[src/ldpc_dec_pkg.sv]
package ldpc_dec_pkg;

  //------------------------------------------------------------
  // code and datapath widths
  //------------------------------------------------------------

  localparam int cN_BITS     = 8;   // code length
  localparam int cN_CHECKS   = 4;   // parity checks
  localparam int cLLR_W      = 6;
  localparam int cMSG_W      = 6;
  localparam int cSUM_W      = 9;   // llr + all check messages, no overflow
  localparam int cITER_W     = 4;
  localparam int cERR_W      = 4;

  localparam int cBEAT_W     = $clog2(cN_BITS);  // serial beat counter
  localparam int cBUF_DEPTH  = 2;                // frames in flight
  localparam int cBUF_CNT_W  = $clog2(cBUF_DEPTH + 1);

  // normalized min-sum, mag * 7 / 8
  localparam int cNORM_MUL   = 7;
  localparam int cNORM_SHIFT = 3;
  localparam int cPROD_W     = cMSG_W + 3;       // magnitude times cNORM_MUL
  localparam int cMSG_MAX    = 31;               // symmetric message clip

  //------------------------------------------------------------
  // types
  //------------------------------------------------------------

  typedef logic signed [cLLR_W-1 : 0] llr_t;
  typedef logic signed [cMSG_W-1 : 0] msg_t;
  typedef logic signed [cSUM_W-1 : 0] sum_t;
  typedef logic        [cN_BITS-1 : 0] bits_t;
  typedef logic        [cITER_W-1 : 0] iter_t;
  typedef logic        [cERR_W-1 : 0] err_t;

  typedef enum logic [1 : 0] {
    st_idle,   // waiting for a frame
    st_check,  // check node pass or stop decision
    st_var,    // variable node pass
    st_done    // result held for the sink
  } dec_state_t;

  //------------------------------------------------------------
  // (8,4) extended hamming parity check matrix
  //------------------------------------------------------------

  // bit i of a row is code bit i, column i is {i[2], i[1], i[0], ~i[0]}
  // so all ones overall parity row = row 0 ^ row 3, every row weight 4
  localparam bits_t cH_MATRIX [cN_CHECKS] = '{
    8'b1010_1010,  // i[0]
    8'b1100_1100,  // i[1]
    8'b1111_0000,  // i[2]
    8'b0101_0101   // ~i[0]
  };

endpackage

[src/frame_if.sv]
// one whole llr frame plus its decode settings, valid/ready
interface frame_if import ldpc_dec_pkg::*; ();

  logic  valid;
  logic  ready;
  llr_t  llr [cN_BITS];  // index = code bit
  iter_t niter;          // max iterations
  logic  fmode;          // early stop on clean syndrome

  // producer side, fields held while valid & !ready
  modport src (
    output valid,
    output llr,
    output niter,
    output fmode,
    input  ready
  );

  modport dst (
    input  valid,
    input  llr,
    input  niter,
    input  fmode,
    output ready
  );

endinterface

[src/node_if.sv]
// message exchange between controller, check and variable node units
interface node_if import ldpc_dec_pkg::*; ();

  logic  check_en;                      // one cycle check node update
  logic  var_en;                        // one cycle variable node update
  logic  init;                          // load new frame, clear messages
  msg_t  c2v [cN_CHECKS][cN_BITS];      // check to variable
  msg_t  v2c [cN_CHECKS][cN_BITS];      // variable to check
  bits_t hard;                          // current hard decision
  logic  syndrome_ok;                   // hard bits satisfy all rows

  modport ctrl (
    output check_en, var_en, init,
    input  hard, syndrome_ok
  );

  modport cnu (
    input  check_en, init, v2c,
    output c2v
  );

  modport vnu (
    input  var_en, init, c2v,
    output v2c, hard, syndrome_ok
  );

endinterface

[src/check_node_unit.sv]
module check_node_unit import ldpc_dec_pkg::*; (
  input  logic iclk,
  input  logic ireset,
  node_if.cnu  nodes
);

  msg_t c2v_next [cN_CHECKS][cN_BITS];

  // |v|, -32 maps to 32 which still fits unsigned
  function automatic logic [cMSG_W-1 : 0] mag_of(input msg_t v);
    logic [cMSG_W-1 : 0] m;
    m = v[cMSG_W-1] ? cMSG_W'(-v) : cMSG_W'(v);
    return m;
  endfunction

  //------------------------------------------------------------
  // min-sum over the other edges of each row
  //------------------------------------------------------------

  always_comb begin
    logic                 sgn;
    logic [cMSG_W-1 : 0]  mag_min;
    logic [cPROD_W-1 : 0] prod;
    logic [cPROD_W-1 : 0] norm;
    for (int r = 0; r < cN_CHECKS; r++) begin
      for (int c = 0; c < cN_BITS; c++) begin
        sgn     = 1'b0;
        mag_min = '1;
        for (int k = 0; k < cN_BITS; k++) begin
          if (cH_MATRIX[r][k] && k != c) begin  // extrinsic, skip own edge
            sgn = sgn ^ nodes.v2c[r][k][cMSG_W-1];
            if (mag_of(nodes.v2c[r][k]) < mag_min) begin
              mag_min = mag_of(nodes.v2c[r][k]);
            end
          end
        end
        // normalize mag * 7 >> 3
        prod = cPROD_W'(mag_min) * cPROD_W'(cNORM_MUL);
        norm = prod >> cNORM_SHIFT;
        if (norm > cPROD_W'(cMSG_MAX)) begin
          norm = cPROD_W'(cMSG_MAX);   // clip
        end
        if (!cH_MATRIX[r][c]) begin
          c2v_next[r][c] = '0;         // no edge
        end
        else if (sgn) begin
          c2v_next[r][c] = -msg_t'(norm);
        end
        else begin
          c2v_next[r][c] = msg_t'(norm);
        end
      end
    end
  end

  // message register, cleared per frame
  always_ff @(posedge iclk or posedge ireset) begin
    if (ireset) begin
      nodes.c2v <= '{default: '0};
    end
    else if (nodes.init) begin
      nodes.c2v <= '{default: '0};
    end
    else if (nodes.check_en) begin
      nodes.c2v <= c2v_next;
    end
  end

endmodule

[src/decode_ctrl.sv]
module decode_ctrl import ldpc_dec_pkg::*; (
  input  logic  iclk,
  input  logic  ireset,
  frame_if.dst  in_bus,
  node_if.ctrl  nodes,
  output llr_t  frame_llr [cN_BITS],
  output logic  dec_valid,
  input  logic  dec_ready,
  output bits_t dec_bits,
  output logic  dec_fail,
  output err_t  bit_err,
  output iter_t iter_used
);

  dec_state_t state;
  iter_t      iter_cnt;   // iterations finished
  iter_t      niter_q;
  logic       fmode_q;
  logic       init_q;     // one cycle after frame accept

  logic       take;
  logic       stop;
  bits_t      in_sign;
  err_t       err_cnt;

  assign in_bus.ready = (state == st_idle);
  assign take         = in_bus.valid & in_bus.ready;

  // limit reached, or fast mode with clean syndrome after >= 1 iteration
  assign stop = (iter_cnt == niter_q) ||
                (fmode_q && nodes.syndrome_ok && iter_cnt != '0);

  // strobes, init waits one cycle for vnu totals
  assign nodes.init     = init_q;
  assign nodes.check_en = (state == st_check) && !init_q && !stop;
  assign nodes.var_en   = (state == st_var);

  // bit errors vs channel hard decision
  always_comb begin
    err_cnt = '0;
    for (int i = 0; i < cN_BITS; i++) begin
      in_sign[i] = frame_llr[i][cLLR_W-1];
      err_cnt    = err_cnt + err_t'(nodes.hard[i] ^ in_sign[i]);
    end
  end

  //------------------------------------------------------------
  // iteration FSM
  //------------------------------------------------------------

  always_ff @(posedge iclk or posedge ireset) begin
    if (ireset) begin
      state     <= st_idle;
      iter_cnt  <= '0;
      init_q    <= 1'b0;
      dec_valid <= 1'b0;
    end
    else begin
      init_q <= take;
      case (state)
        st_idle : if (take) begin
          iter_cnt <= '0;
          state    <= st_check;
        end
        st_check : if (!init_q) begin
          if (stop) begin
            dec_valid <= 1'b1;
            state     <= st_done;
          end
          else begin
            state <= st_var;
          end
        end
        st_var : begin
          iter_cnt <= iter_cnt + 1'b1;
          state    <= st_check;  // stop test sees fresh syndrome
        end
        st_done : if (dec_ready) begin  // hold until sink takes it
          dec_valid <= 1'b0;
          state     <= st_idle;
        end
        default : state <= st_idle;
      endcase
    end
  end

  // frame and result payload
  always_ff @(posedge iclk) begin
    if (take) begin
      frame_llr <= in_bus.llr;
      niter_q   <= in_bus.niter;
      fmode_q   <= in_bus.fmode;
    end
    if (state == st_check && !init_q && stop) begin
      dec_bits  <= nodes.hard;
      dec_fail  <= ~nodes.syndrome_ok;
      bit_err   <= err_cnt;
      iter_used <= iter_cnt;
    end
  end

endmodule

[src/ldpc_dec_top.sv]
module ldpc_dec_top import ldpc_dec_pkg::*; (
  input  logic  iclk,
  input  logic  ireset,
  // serial llr input, one llr per beat
  input  logic  llr_valid,
  output logic  llr_ready,
  input  llr_t  llr,
  input  iter_t niter,     // sampled on beat 0
  input  logic  fmode,
  // one result per frame
  output logic  dec_valid,
  input  logic  dec_ready,
  output bits_t dec_bits,
  output logic  dec_fail,
  output err_t  bit_err,
  output iter_t iter_used
);

  frame_if load_bus ();   // loader -> buffer
  frame_if dec_bus ();    // buffer -> decoder
  node_if  nodes ();

  llr_t    frame_llr [cN_BITS];  // frame under decode

  //------------------------------------------------------------
  // input side
  //------------------------------------------------------------

  llr_loader loader (
    .iclk      ( iclk      ),
    .ireset    ( ireset    ),
    .llr_valid ( llr_valid ),
    .llr_ready ( llr_ready ),
    .llr       ( llr       ),
    .niter     ( niter     ),
    .fmode     ( fmode     ),
    .out_bus   ( load_bus  )
  );

  llr_frame_buf frame_buf (.iclk(iclk), .ireset(ireset), .in_bus(load_bus), .out_bus(dec_bus));

  //------------------------------------------------------------
  // decoder
  //------------------------------------------------------------

  decode_ctrl ctrl (
    .iclk      ( iclk      ),
    .ireset    ( ireset    ),
    .in_bus    ( dec_bus   ),
    .nodes     ( nodes     ),
    .frame_llr ( frame_llr ),
    .dec_valid ( dec_valid ),
    .dec_ready ( dec_ready ),
    .dec_bits  ( dec_bits  ),
    .dec_fail  ( dec_fail  ),
    .bit_err   ( bit_err   ),
    .iter_used ( iter_used )
  );

  check_node_unit cnode (.iclk(iclk), .ireset(ireset), .nodes(nodes));

  var_node_unit vnode (.iclk(iclk), .ireset(ireset), .llr(frame_llr), .nodes(nodes));

endmodule

[src/llr_frame_buf.sv]
module llr_frame_buf import ldpc_dec_pkg::*; (
  input  logic iclk,
  input  logic ireset,
  frame_if.dst in_bus,
  frame_if.src out_bus
);

  // frame storage, no reset needed
  llr_t  mem_llr   [cBUF_DEPTH][cN_BITS];
  iter_t mem_niter [cBUF_DEPTH];
  logic  mem_fmode [cBUF_DEPTH];

  logic                    wr_ptr;  // depth 2, pointers wrap by themselves
  logic                    rd_ptr;
  logic [cBUF_CNT_W-1 : 0] count;

  logic                    wr;
  logic                    rd;

  assign in_bus.ready = (count < cBUF_CNT_W'(cBUF_DEPTH));  // own count only
  assign out_bus.valid = (count != '0);

  assign wr = in_bus.valid & in_bus.ready;
  assign rd = out_bus.valid & out_bus.ready;

  //------------------------------------------------------------
  // pointers and fill level
  //------------------------------------------------------------

  always_ff @(posedge iclk or posedge ireset) begin
    if (ireset) begin
      wr_ptr <= 1'b0;
      rd_ptr <= 1'b0;
      count  <= '0;
    end
    else begin
      if (wr) wr_ptr <= ~wr_ptr;
      if (rd) rd_ptr <= ~rd_ptr;
      case ({wr, rd})
        2'b10   : count <= count + 1'b1;
        2'b01   : count <= count - 1'b1;
        default : count <= count;  // both or none
      endcase
    end
  end

  always_ff @(posedge iclk) begin
    if (wr) begin
      mem_llr  [wr_ptr] <= in_bus.llr;
      mem_niter[wr_ptr] <= in_bus.niter;
      mem_fmode[wr_ptr] <= in_bus.fmode;
    end
  end

  // head entry, stable until popped
  assign out_bus.llr   = mem_llr  [rd_ptr];
  assign out_bus.niter = mem_niter[rd_ptr];
  assign out_bus.fmode = mem_fmode[rd_ptr];

endmodule

[src/llr_loader.sv]
module llr_loader import ldpc_dec_pkg::*; (
  input  logic  iclk,
  input  logic  ireset,
  input  logic  llr_valid,
  output logic  llr_ready,
  input  llr_t  llr,
  input  iter_t niter,
  input  logic  fmode,
  frame_if.src  out_bus
);

  logic [cBEAT_W-1 : 0] beat_cnt;
  logic                 frame_val;   // finished frame on offer
  llr_t                 frame_llr [cN_BITS];
  iter_t                niter_q;
  logic                 fmode_q;

  logic                 beat;

  assign llr_ready = ~frame_val;  // stall only while frame is waiting
  assign beat      = llr_valid & llr_ready;

  //------------------------------------------------------------
  // beat counter and frame valid
  //------------------------------------------------------------

  always_ff @(posedge iclk or posedge ireset) begin
    if (ireset) begin
      beat_cnt  <= '0;
      frame_val <= 1'b0;
    end
    else begin
      if (beat) begin
        beat_cnt <= beat_cnt + 1'b1;  // wraps after last beat
      end
      if (beat && beat_cnt == cBEAT_W'(cN_BITS - 1)) begin
        frame_val <= 1'b1;   // offered next cycle
      end
      else if (out_bus.ready) begin
        frame_val <= 1'b0;
      end
    end
  end

  // shift down, first beat ends up in bit 0
  always_ff @(posedge iclk) begin
    if (beat) begin
      frame_llr[cN_BITS-1] <= llr;
      for (int i = 0; i < cN_BITS - 1; i++) begin
        frame_llr[i] <= frame_llr[i+1];
      end
      if (beat_cnt == '0) begin
        niter_q <= niter;  // settings come with beat 0
        fmode_q <= fmode;
      end
    end
  end

  assign out_bus.valid = frame_val;
  assign out_bus.llr   = frame_llr;
  assign out_bus.niter = niter_q;
  assign out_bus.fmode = fmode_q;

endmodule

[src/var_node_unit.sv]
module var_node_unit import ldpc_dec_pkg::*; (
  input  logic iclk,
  input  logic ireset,
  input  llr_t llr [cN_BITS],
  node_if.vnu  nodes
);

  llr_t                   llr_q     [cN_BITS];      // channel llr of this frame
  msg_t                   c2v_in    [cN_CHECKS][cN_BITS];
  sum_t                   total     [cN_BITS];
  msg_t                   v2c_next  [cN_CHECKS][cN_BITS];
  bits_t                  hard_next;
  logic [cN_CHECKS-1 : 0] row_par;

  // clip a total to the message range
  function automatic msg_t sat_msg(input sum_t s);
    msg_t m;
    if (s > sum_t'(cMSG_MAX))       m = msg_t'(cMSG_MAX);
    else if (s < -sum_t'(cMSG_MAX)) m = -msg_t'(cMSG_MAX);
    else                            m = msg_t'(s);
    return m;
  endfunction

  //------------------------------------------------------------
  // totals, extrinsic messages, hard bits, syndrome
  //------------------------------------------------------------

  always_comb begin
    for (int r = 0; r < cN_CHECKS; r++) begin
      for (int c = 0; c < cN_BITS; c++) begin
        c2v_in[r][c] = nodes.init ? msg_t'(0) : nodes.c2v[r][c];  // fresh frame
      end
    end
    for (int c = 0; c < cN_BITS; c++) begin
      total[c] = sum_t'(nodes.init ? llr[c] : llr_q[c]);
      for (int r = 0; r < cN_CHECKS; r++) begin
        if (cH_MATRIX[r][c]) total[c] = total[c] + sum_t'(c2v_in[r][c]);
      end
      hard_next[c] = total[c][cSUM_W-1];  // negative total -> 1
    end
    for (int r = 0; r < cN_CHECKS; r++) begin
      for (int c = 0; c < cN_BITS; c++) begin
        v2c_next[r][c] = cH_MATRIX[r][c] ? sat_msg(total[c] - sum_t'(c2v_in[r][c]))
                                         : msg_t'(0);
      end
      row_par[r] = ^(hard_next & cH_MATRIX[r]);  // even parity per row
    end
  end

  always_ff @(posedge iclk) begin
    if (nodes.init) llr_q <= llr;
  end

  always_ff @(posedge iclk or posedge ireset) begin
    if (ireset) begin
      nodes.v2c         <= '{default: '0};
      nodes.hard        <= '0;
      nodes.syndrome_ok <= 1'b0;
    end
    else if (nodes.init || nodes.var_en) begin
      nodes.v2c         <= v2c_next;
      nodes.hard        <= hard_next;
      nodes.syndrome_ok <= (row_par == '0);
    end
  end

endmodule
[config.mk]
export PLATFORM = sky130hd
export DESIGN_NAME = ldpc_dec_top
export DESIGN_NICKNAME = d
export VERILOG_FILES = /design/src/ldpc_dec_pkg.sv /design/src/frame_if.sv /design/src/node_if.sv /design/src/check_node_unit.sv /design/src/decode_ctrl.sv /design/src/ldpc_dec_top.sv /design/src/llr_frame_buf.sv /design/src/llr_loader.sv /design/src/var_node_unit.sv
export SDC_FILE = /design/constraint.sdc
export NUM_CORES = 2
export LEC_CHECK = 0
export ABC_CLOCK_PERIOD_IN_PS = 14200
export BUFFER_PORTS_ARGS = -buffer_cell sky130_fd_sc_hd__buf_2
export CAP_MARGIN = 20
export CORE_ASPECT_RATIO = 1.25
export CORE_MARGIN = 3
export CORE_UTILIZATION = 45
export DETAILED_ROUTE_END_ITERATION = 10
export SYNTH_ARGS = -nofsm -noshare
export SYNTH_HDL_FRONTEND = slang
export SYNTH_SLANG_ARGS = --single-unit
[constraint.sdc]
create_clock -name iclk -period 14.2 [get_ports iclk]
set_clock_uncertainty 0.15 [all_clocks]
set_input_delay 2.84 -clock iclk [delete_from_list [all_inputs] [get_ports iclk]]
set_output_delay 2.84 -clock iclk [all_outputs]
set_load 0.005 [all_outputs]
Word level (Yosys, flattened, before mapping)
Memory sizes are Yosys's and may differ from the RTL's. A register that Yosys moved wholly into a read port is not among the register bits.
Index checks and enable logic that the tools add are counted.
{ "op_classes": {"n_reduce_logical": 28, "n_bitwise": 43, "muxes": 158, "addsub": 75, "order_cmp": 85, "n_mul": 16, "eq_ne": 11} }
{ "op_table": {"columns": ["cell", "count"], "rows": [
  ["$mux 6", 132],
  ["$mux 186", 2],
  ["$neg 6->6", 32],
  ["$lt 6x6->1", 28],
  ["$add 9x6->9", 16],
  ["$gt 9x6->1 const B", 16],
  ["$lt 9x6->1 const B", 16],
  ["$mul 6x3->9 const B", 16],
  ["$sub 9x6->9", 16],
  ["$gt 6x5->1 const B", 16],
  ["$mux 9", 8],
  ["$lt 6x6->1 const B", 8],
  ["$xor 1x1->1", 36],
  ["$reduce_xor 8->1", 4],
  ["$add 4x4->4", 7],
  ["$reduce_bool 2->1", 6],
  ["$mux 1", 8],
  ["$pmux 2 s4", 1],
  ["$pmux 4 s2", 1],
  ["$eq 2x2->1 const B", 3],
  ["$logic_and 1x1->1", 6],
  ["$mux 2", 3],
  ["$ne 2x2->1 const B", 3],
  ["$add 4x1->4 const B", 1],
  ["other kinds (22)", 31]
]} }
{ "totals": {"mem_bits_rw": 106, "memories": 3, "register_bits": 335, "in_bits": 15, "elab_cells": 484, "output_inout_bits": 19} }
{ "memory_table": {"columns": ["name", "depth", "word_bits", "read_ports", "rd_ports_with_merged_regs", "write_ports", "line", "rtl"], "rows": [
  ["frame_buf.mem_llr", 2, 48, 1, 1, 1, "llr_frame_buf.sv:9", "llr_t mem_llr [cBUF_DEPTH][cN_BITS];"],
  ["frame_buf.mem_niter", 2, 4, 1, 1, 1, "llr_frame_buf.sv:10", "iter_t mem_niter [cBUF_DEPTH];"],
  ["frame_buf.mem_fmode", 2, 1, 1, 1, 1, "llr_frame_buf.sv:11", "logic mem_fmode [cBUF_DEPTH];"]
]} }

Longest topological paths before layout
{ "logic_depth": {"ltp_word": 15, "depth_mapped": 38, "mapped_depth_nobuf": 35} }

By module
Synthesis repeated with hierarchy kept, for this count alone.
{ "hier_totals": {"hier_cells": 4694, "area_unflattened_um2": 44894.3} }
{ "modules_own_cells": {"columns": ["module", "seq_area_each_um2", "instances", "cells_each", "area_per_inst_um2"], "rows": [
  ["check_node_unit", 2402.3, 1, 2388, 19224.7],
  ["var_node_unit", 4068.9, 1, 1901, 16722.3],
  ["llr_frame_buf", 3283.1, 1, 183, 4274.1],
  ["decode_ctrl", 2302.2, 1, 150, 2851.5],
  ["llr_loader", 1691.6, 1, 72, 1821.7]
]} }

Least setup slack after synthesis
Ideal clock, no wire load.
{ "synth_path": {"path_type": "reg-to-reg", "startpoint": "register vnode.nodes.v2c[47] (netlist name)", "endpoint": "register cnode.nodes.c2v[22] (netlist name)", "setup_time_ps": 83, "arrival_time_ps": 6950, "synth_period_minus_slack_ps": 7183, "path_buffers": 3, "path_stages_with_launch": 30, "required_time_ps": 13967, "slack_ps": 7017, "cell_sequence": "dfrtp_1 > clkbuf_1 > or4b_2 > nor3_1 > inv_1 > ha_1 > a31oi_1 > and2_1 > clkbuf_1 > mux2_2 > ha_1 > a2111o_1 > or3_1 > o21ai_0 > or2_2 > buf_2 > mux2i_1 > fa_1 > and2_1 > fa_1 > a21o_1 > a21oi_1 > nor2b_1 > o21ai_0 > nand2b_1 > nor2_1 > ha_1 > a31oi_1 > xor2_1 > o21ai_0"} }
{ "synth_via": {"elab_chain_len": 15, "elab_cells_between_ends": 17, "classes_between": "add/sub (2); mul (1); order compare (4); mux (8); bitwise (2)"} }
{ "synth_lines": {"columns": ["element", "line", "rtl"], "rows": [
  ["$neg 6->6", null, null],
  ["$mux 6", null, null],
  ["$lt 6x6->1", null, null],
  ["$mux 6", null, null],
  ["$lt 6x6->1", null, null],
  ["$mux 6", null, null],
  ["$lt 6x6->1", "check_node_unit.sv:32", "if (mag_of(nodes.v2c[r][k]) < mag_min) begin"],
  ["$mux 6", "check_node_unit.sv:32", null],
  ["$mul 6x3->9", "check_node_unit.sv:38", "prod = cPROD_W'(mag_min) * cPROD_W'(cNORM_MUL);"],
  ["$gt 6x5->1", "check_node_unit.sv:40", "if (norm > cPROD_W'(cMSG_MAX)) begin"],
  ["$mux 6", "check_node_unit.sv:40", null],
  ["$neg 6->6", "check_node_unit.sv:47", "c2v_next[r][c] = -msg_t'(norm);"],
  ["$mux 6 (*)", "check_node_unit.sv:46", "else if (sgn) begin"],
  ["$mux 186 (*)", "check_node_unit.sv:64", "else if (nodes.check_en) begin"],
  ["$mux 186 (*)", "check_node_unit.sv:61", "else if (nodes.init) begin"]
]} }
Mark *: on every way between the ends. The rest lies on a longest branch, timed or not. The select of a mux whose other input is x is not followed.
A chain may end at the register's enable or synchronous reset.

Final worst setup path
{ "layout_path": {"startpoint": "register vnode.nodes.v2c[125] (netlist name)", "endpoint": "register cnode.nodes.c2v[106] (netlist name)"} }
{ "layout_via": {"elab_chain_len": 13, "elab_cells_between_ends": 15, "classes_between": "add/sub (2); mul (1); order compare (3); mux (7); bitwise (2)"} }
{ "layout_lines": {"columns": ["element", "line"], "rows": [
  ["$neg 6->6", null],
  ["$mux 6", null],
  ["$lt 6x6->1", "check_node_unit.sv:32"],
  ["$mux 6", "check_node_unit.sv:32"],
  ["$lt 6x6->1", "check_node_unit.sv:32"],
  ["$mux 6", "check_node_unit.sv:32"],
  ["$mul 6x3->9", "check_node_unit.sv:38"],
  ["$gt 6x5->1", "check_node_unit.sv:40"],
  ["$mux 6", "check_node_unit.sv:40"],
  ["$neg 6->6", "check_node_unit.sv:47"],
  ["$mux 6 (*)", "check_node_unit.sv:46"],
  ["$mux 186 (*)", "check_node_unit.sv:64"],
  ["$mux 186 (*)", "check_node_unit.sv:61"]
]} }
Marked as above.

==> results.md <==
- The run finished with clean final reports.
- The number of vias after detailed routing is 32,600.
- The transition time of the tightest slew-check pin is 1.05 ns.
- The TritonCTS clock tree is done.
- The cell row count is 125.
- The root buffer cell chosen for the clock tree is clkbuf_16.
- Setup repair after global routing left no endpoint under its margin.
- The final number of setup-violating endpoints is 0.
- The global-route met1 utilization is 29.0%.
- The die covers 0.0989 sq mm.
- The share of layout cells above drive strength 1 is 8.38%.
- The H-tree generated during clock tree synthesis spans 2 levels.
- The final antenna-violating net count is 0.
- The number of buffer and inverter instances along the worst setup path is 0.
- The fraction of registers with async set/reset is 43.9%.
- The data arrival at the endpoint of the critical path is 8.61 ns.
- The final-report max-slew violation count was 0.
- The number of global-route vias before repair was 32,500.
- By area the synthesized netlist is led by edfxtp_1 19%, ha_1 14%, dfrtp_1 13%.
- The cell count of the worst hold path is 0.
- The most used flip-flop cell after synthesis is edfxtp_1.
- Buffers placed on the I/O ports in this run total 33.
- The classification of the worst-slack hold path is register to register.
- The worst path uses 57.9% of the clock period.
- After detailed routing, the average wire length per cell comes to 19.7 um.
- CTS saw 494 sinks.
- The highest net fanout along the worst path is 11.
- After clock tree synthesis, the clock-pin slew on the worst setup and hold paths is 0.06 ns.
- The length in cells of the worst reg-to-reg path is 25.
- After synthesis the netlist holds a flip-flop and latch count of 494.
- The endpoint identified for the worst register-to-register timing path is cnode.nodes.c2v[106].
- The total grt overflow is 0.
- Yosys mapped the design onto 105 distinct sky130hd cell types.
- The cell accounting for the most synthesized area is edfxtp_1.
- The setup TNS after final layout is 0 ns.
- The final-report hold violation count is 0.
- The cell with the biggest individual delay on the critical path is nor2_1.
- The layout net count is 5,096.
- The routed wire length is 113 mm.
- The die width is 282 um.
- In this run the most used layer during global routing was met2.
- The total of hold buffers inserted after clock tree synthesis is 0.
- Sequential elements use 32.1% of the synthesized area.
- For this run, the top clock speed supported by timing is 122 MHz.
- Max-cap violations in this run came to 0.
- The later pin in the worst-skew pair is clocked with a latency of 0.63 ns.
- Global routing consumed, on the met3 layer, 2.12% of the routing resources.
- The required time of the critical path is 14.60 ns.
- The first-pass iteration count of the detailed router is 5.
- In the routed layout, each cell is associated on average with a via count of 5.68.
- The number of antenna violations at the first check in global routing was 3.
- The final weighted congestion in routability-driven placement is 0.954.
- The post-synthesis cell area is 0.0428 sq mm.
- Ranked by instance count, the synthesized netlist is headed by 485 x ha_1, 382 x nor2_1, 339 x inv_1.
- In this run the deepest clock path goes through 3 buffers.
- After layout, the minimum clock period comes to 8.22 ns.
- The area added between synthesis and finish is 8.19%.
- Once the floorplan was initialized, standard cells occupied 45.7% of the core.
- Counting flops with a built-in enable in the synthesized netlist gives 277.
- The fraction of synthesized cell area taken by the top area cell type is 19.4%.
- The repair_antennas step left the layout with diodes totalling 0.
- The number of gates resized after CTS was 0.
- The worst hold path endpoint is frame_buf.mem_llr[0][42].
- Entering global routing, the biggest net connects 105 pins.
- On the worst path, the slowest cell contributes a delay of 0.78 ns.
- The origin of the critical flop-to-flop path is vnode.nodes.v2c[125].
- Buffers added to address setup during post-CTS repair amount to 0.
- The register-to-register setup slack is 5.98 ns.
- The setup path with the least slack is of type register to register.
- The floorplan die height is 351 um.
- The family of cells with the greatest summed delay on the critical path is simple AND/OR/NAND/NOR gates.
- The element type at the critical path start is a register.
- The tightest slew margin relative to the limit is 29.9%.
- In this run, CTS created clock tree buffers numbering 55.
- 34 I/O pins were placed.
- The floorplan core area is 0.0937 sq mm.
- The type of element capturing the critical path is a register.
- The number of nets handed over by synthesis was 5,078.
- The half-perimeter wire length after placement is 87.1 mm.
- For this run, global-route usage on met2 was measured as 41.1%.
- The average instance in the mapped netlist occupies 9.58 sq um.
- The iteration-0 DRC count of the detailed router is 1,753.
- The Yosys step of the flow raised 0 warnings.
- The startpoint identified for the worst hold timing path is loader.out_bus.llr[42].
- The synthesized instance count is 4,470.
- The first global-routing pass estimated 179 mm of wire.
- The most numerous cell in the Yosys netlist is ha_1.
- In the routed design, unresolved DRC markers number 0.
- Across every metal layer, demand over resource in global routing totals 22.9%.
-- through the flow --
| stage | hold slack [ns] | worst slack (ns) | cells | utilization [%] | cell area [sq um] |
|---|---|---|---|---|---|
| floorplan | 0.270 | 5.27 | 4470 | - | 42800 |
| global placement | 0.279 | 6.06 | 5637 | 47.4 | 44400 |
| detailed placement | 0.281 | 6.03 | 5637 | 47.4 | 44400 |
| CTS | 0.274 | 6.04 | 5740 | 49.4 | 46300 |
| global route | 0.285 | 5.26 | 5740 | 49.4 | 46300 |
| finish | 0.278 | 5.98 | 5740 | 49.4 | 46300 |
-- kinds of logic after synthesis --
group | after synthesis | share of synthesized area (%)
adders and majority gates | 605 | 19.5
AOI/OAI and AO/OA | 1090 | 16.3
muxes | 261 | 6.49
xor gates and xnor gates | 384 | 7.94
DFF | 494 | 32.1
buffers and inverters | 464 | 4.24
and+or+nand+nor | 1172 | 13.4
-- placed cells by master, fill, tap and decap left out, types with 87 or more instances in the layout --
cell,Yosys,final
ha_1,485,485
nor2_1,382,378
inv_1,339,337
o21ai_0,306,306
nand2_1,290,289
edfxtp_1,277,277
a21oi_1,273,273
xnor2_1,217,217
dfrtp_1,217,215
xor2_1,164,164
mux2i_1,135,135
mux2_2,122,122
fa_1,108,108
nor2b_1,99,98
nand2b_1,87,87
-- layer usage --
metal	vias to the layer above	part of all wire (%)
li1	16000	-
met1	15800	43
met2	613	50
met3	173	3.8
met4	2	3.2
met5	-	0.012
-- flip-flops by register name, indices dropped and copies added, names as in the netlist, 8 cells and up --
name / count
ctrl.frame_llr: 48
frame_buf.mem_niter: 8
loader.out_bus.llr: 48
vnode.nodes.hard: 8
vnode.llr_q: 48
vnode.nodes.v2c: 96
frame_buf.mem_llr: 96
ctrl.dec_bits: 8
cnode.nodes.c2v: 96
-- final cells by class --
type | instances | area, sq um
Clock buffer | 75 | 1550
Clock inverter | 28 | 395
Fill cell | 8771 | 47400
Inverter | 350 | 1320
Multi-Input combinational cell | 3512 | 27300
Sequential cell | 494 | 13800
Tap cell | 1206 | 1510
Timing Repair Buffer | 75 | 480
-- worst max-delay path by stage --
| stage | from | endpoint | slack [ns] | cells after the start |
|---|---|---|---|---|
| floorplan | ireset | cnode.nodes.c2v[100] | 5.27 | 1 |
| global placement | vnode.nodes.v2c[125] | cnode.nodes.c2v[130] | 6.06 | 30 |
| detailed placement | vnode.nodes.v2c[102] | cnode.nodes.c2v[123] | 6.03 | 30 |
| CTS | vnode.nodes.v2c[125] | cnode.nodes.c2v[106] | 6.04 | 25 |
| global route | vnode.nodes.v2c[120] | cnode.nodes.c2v[104] | 5.26 | 33 |
| finish | vnode.nodes.v2c[125] | cnode.nodes.c2v[106] | 5.98 | 25 |
Power is not shown: default switching activity piles up to over one toggle a cycle in this logic, so the estimate is an artifact.
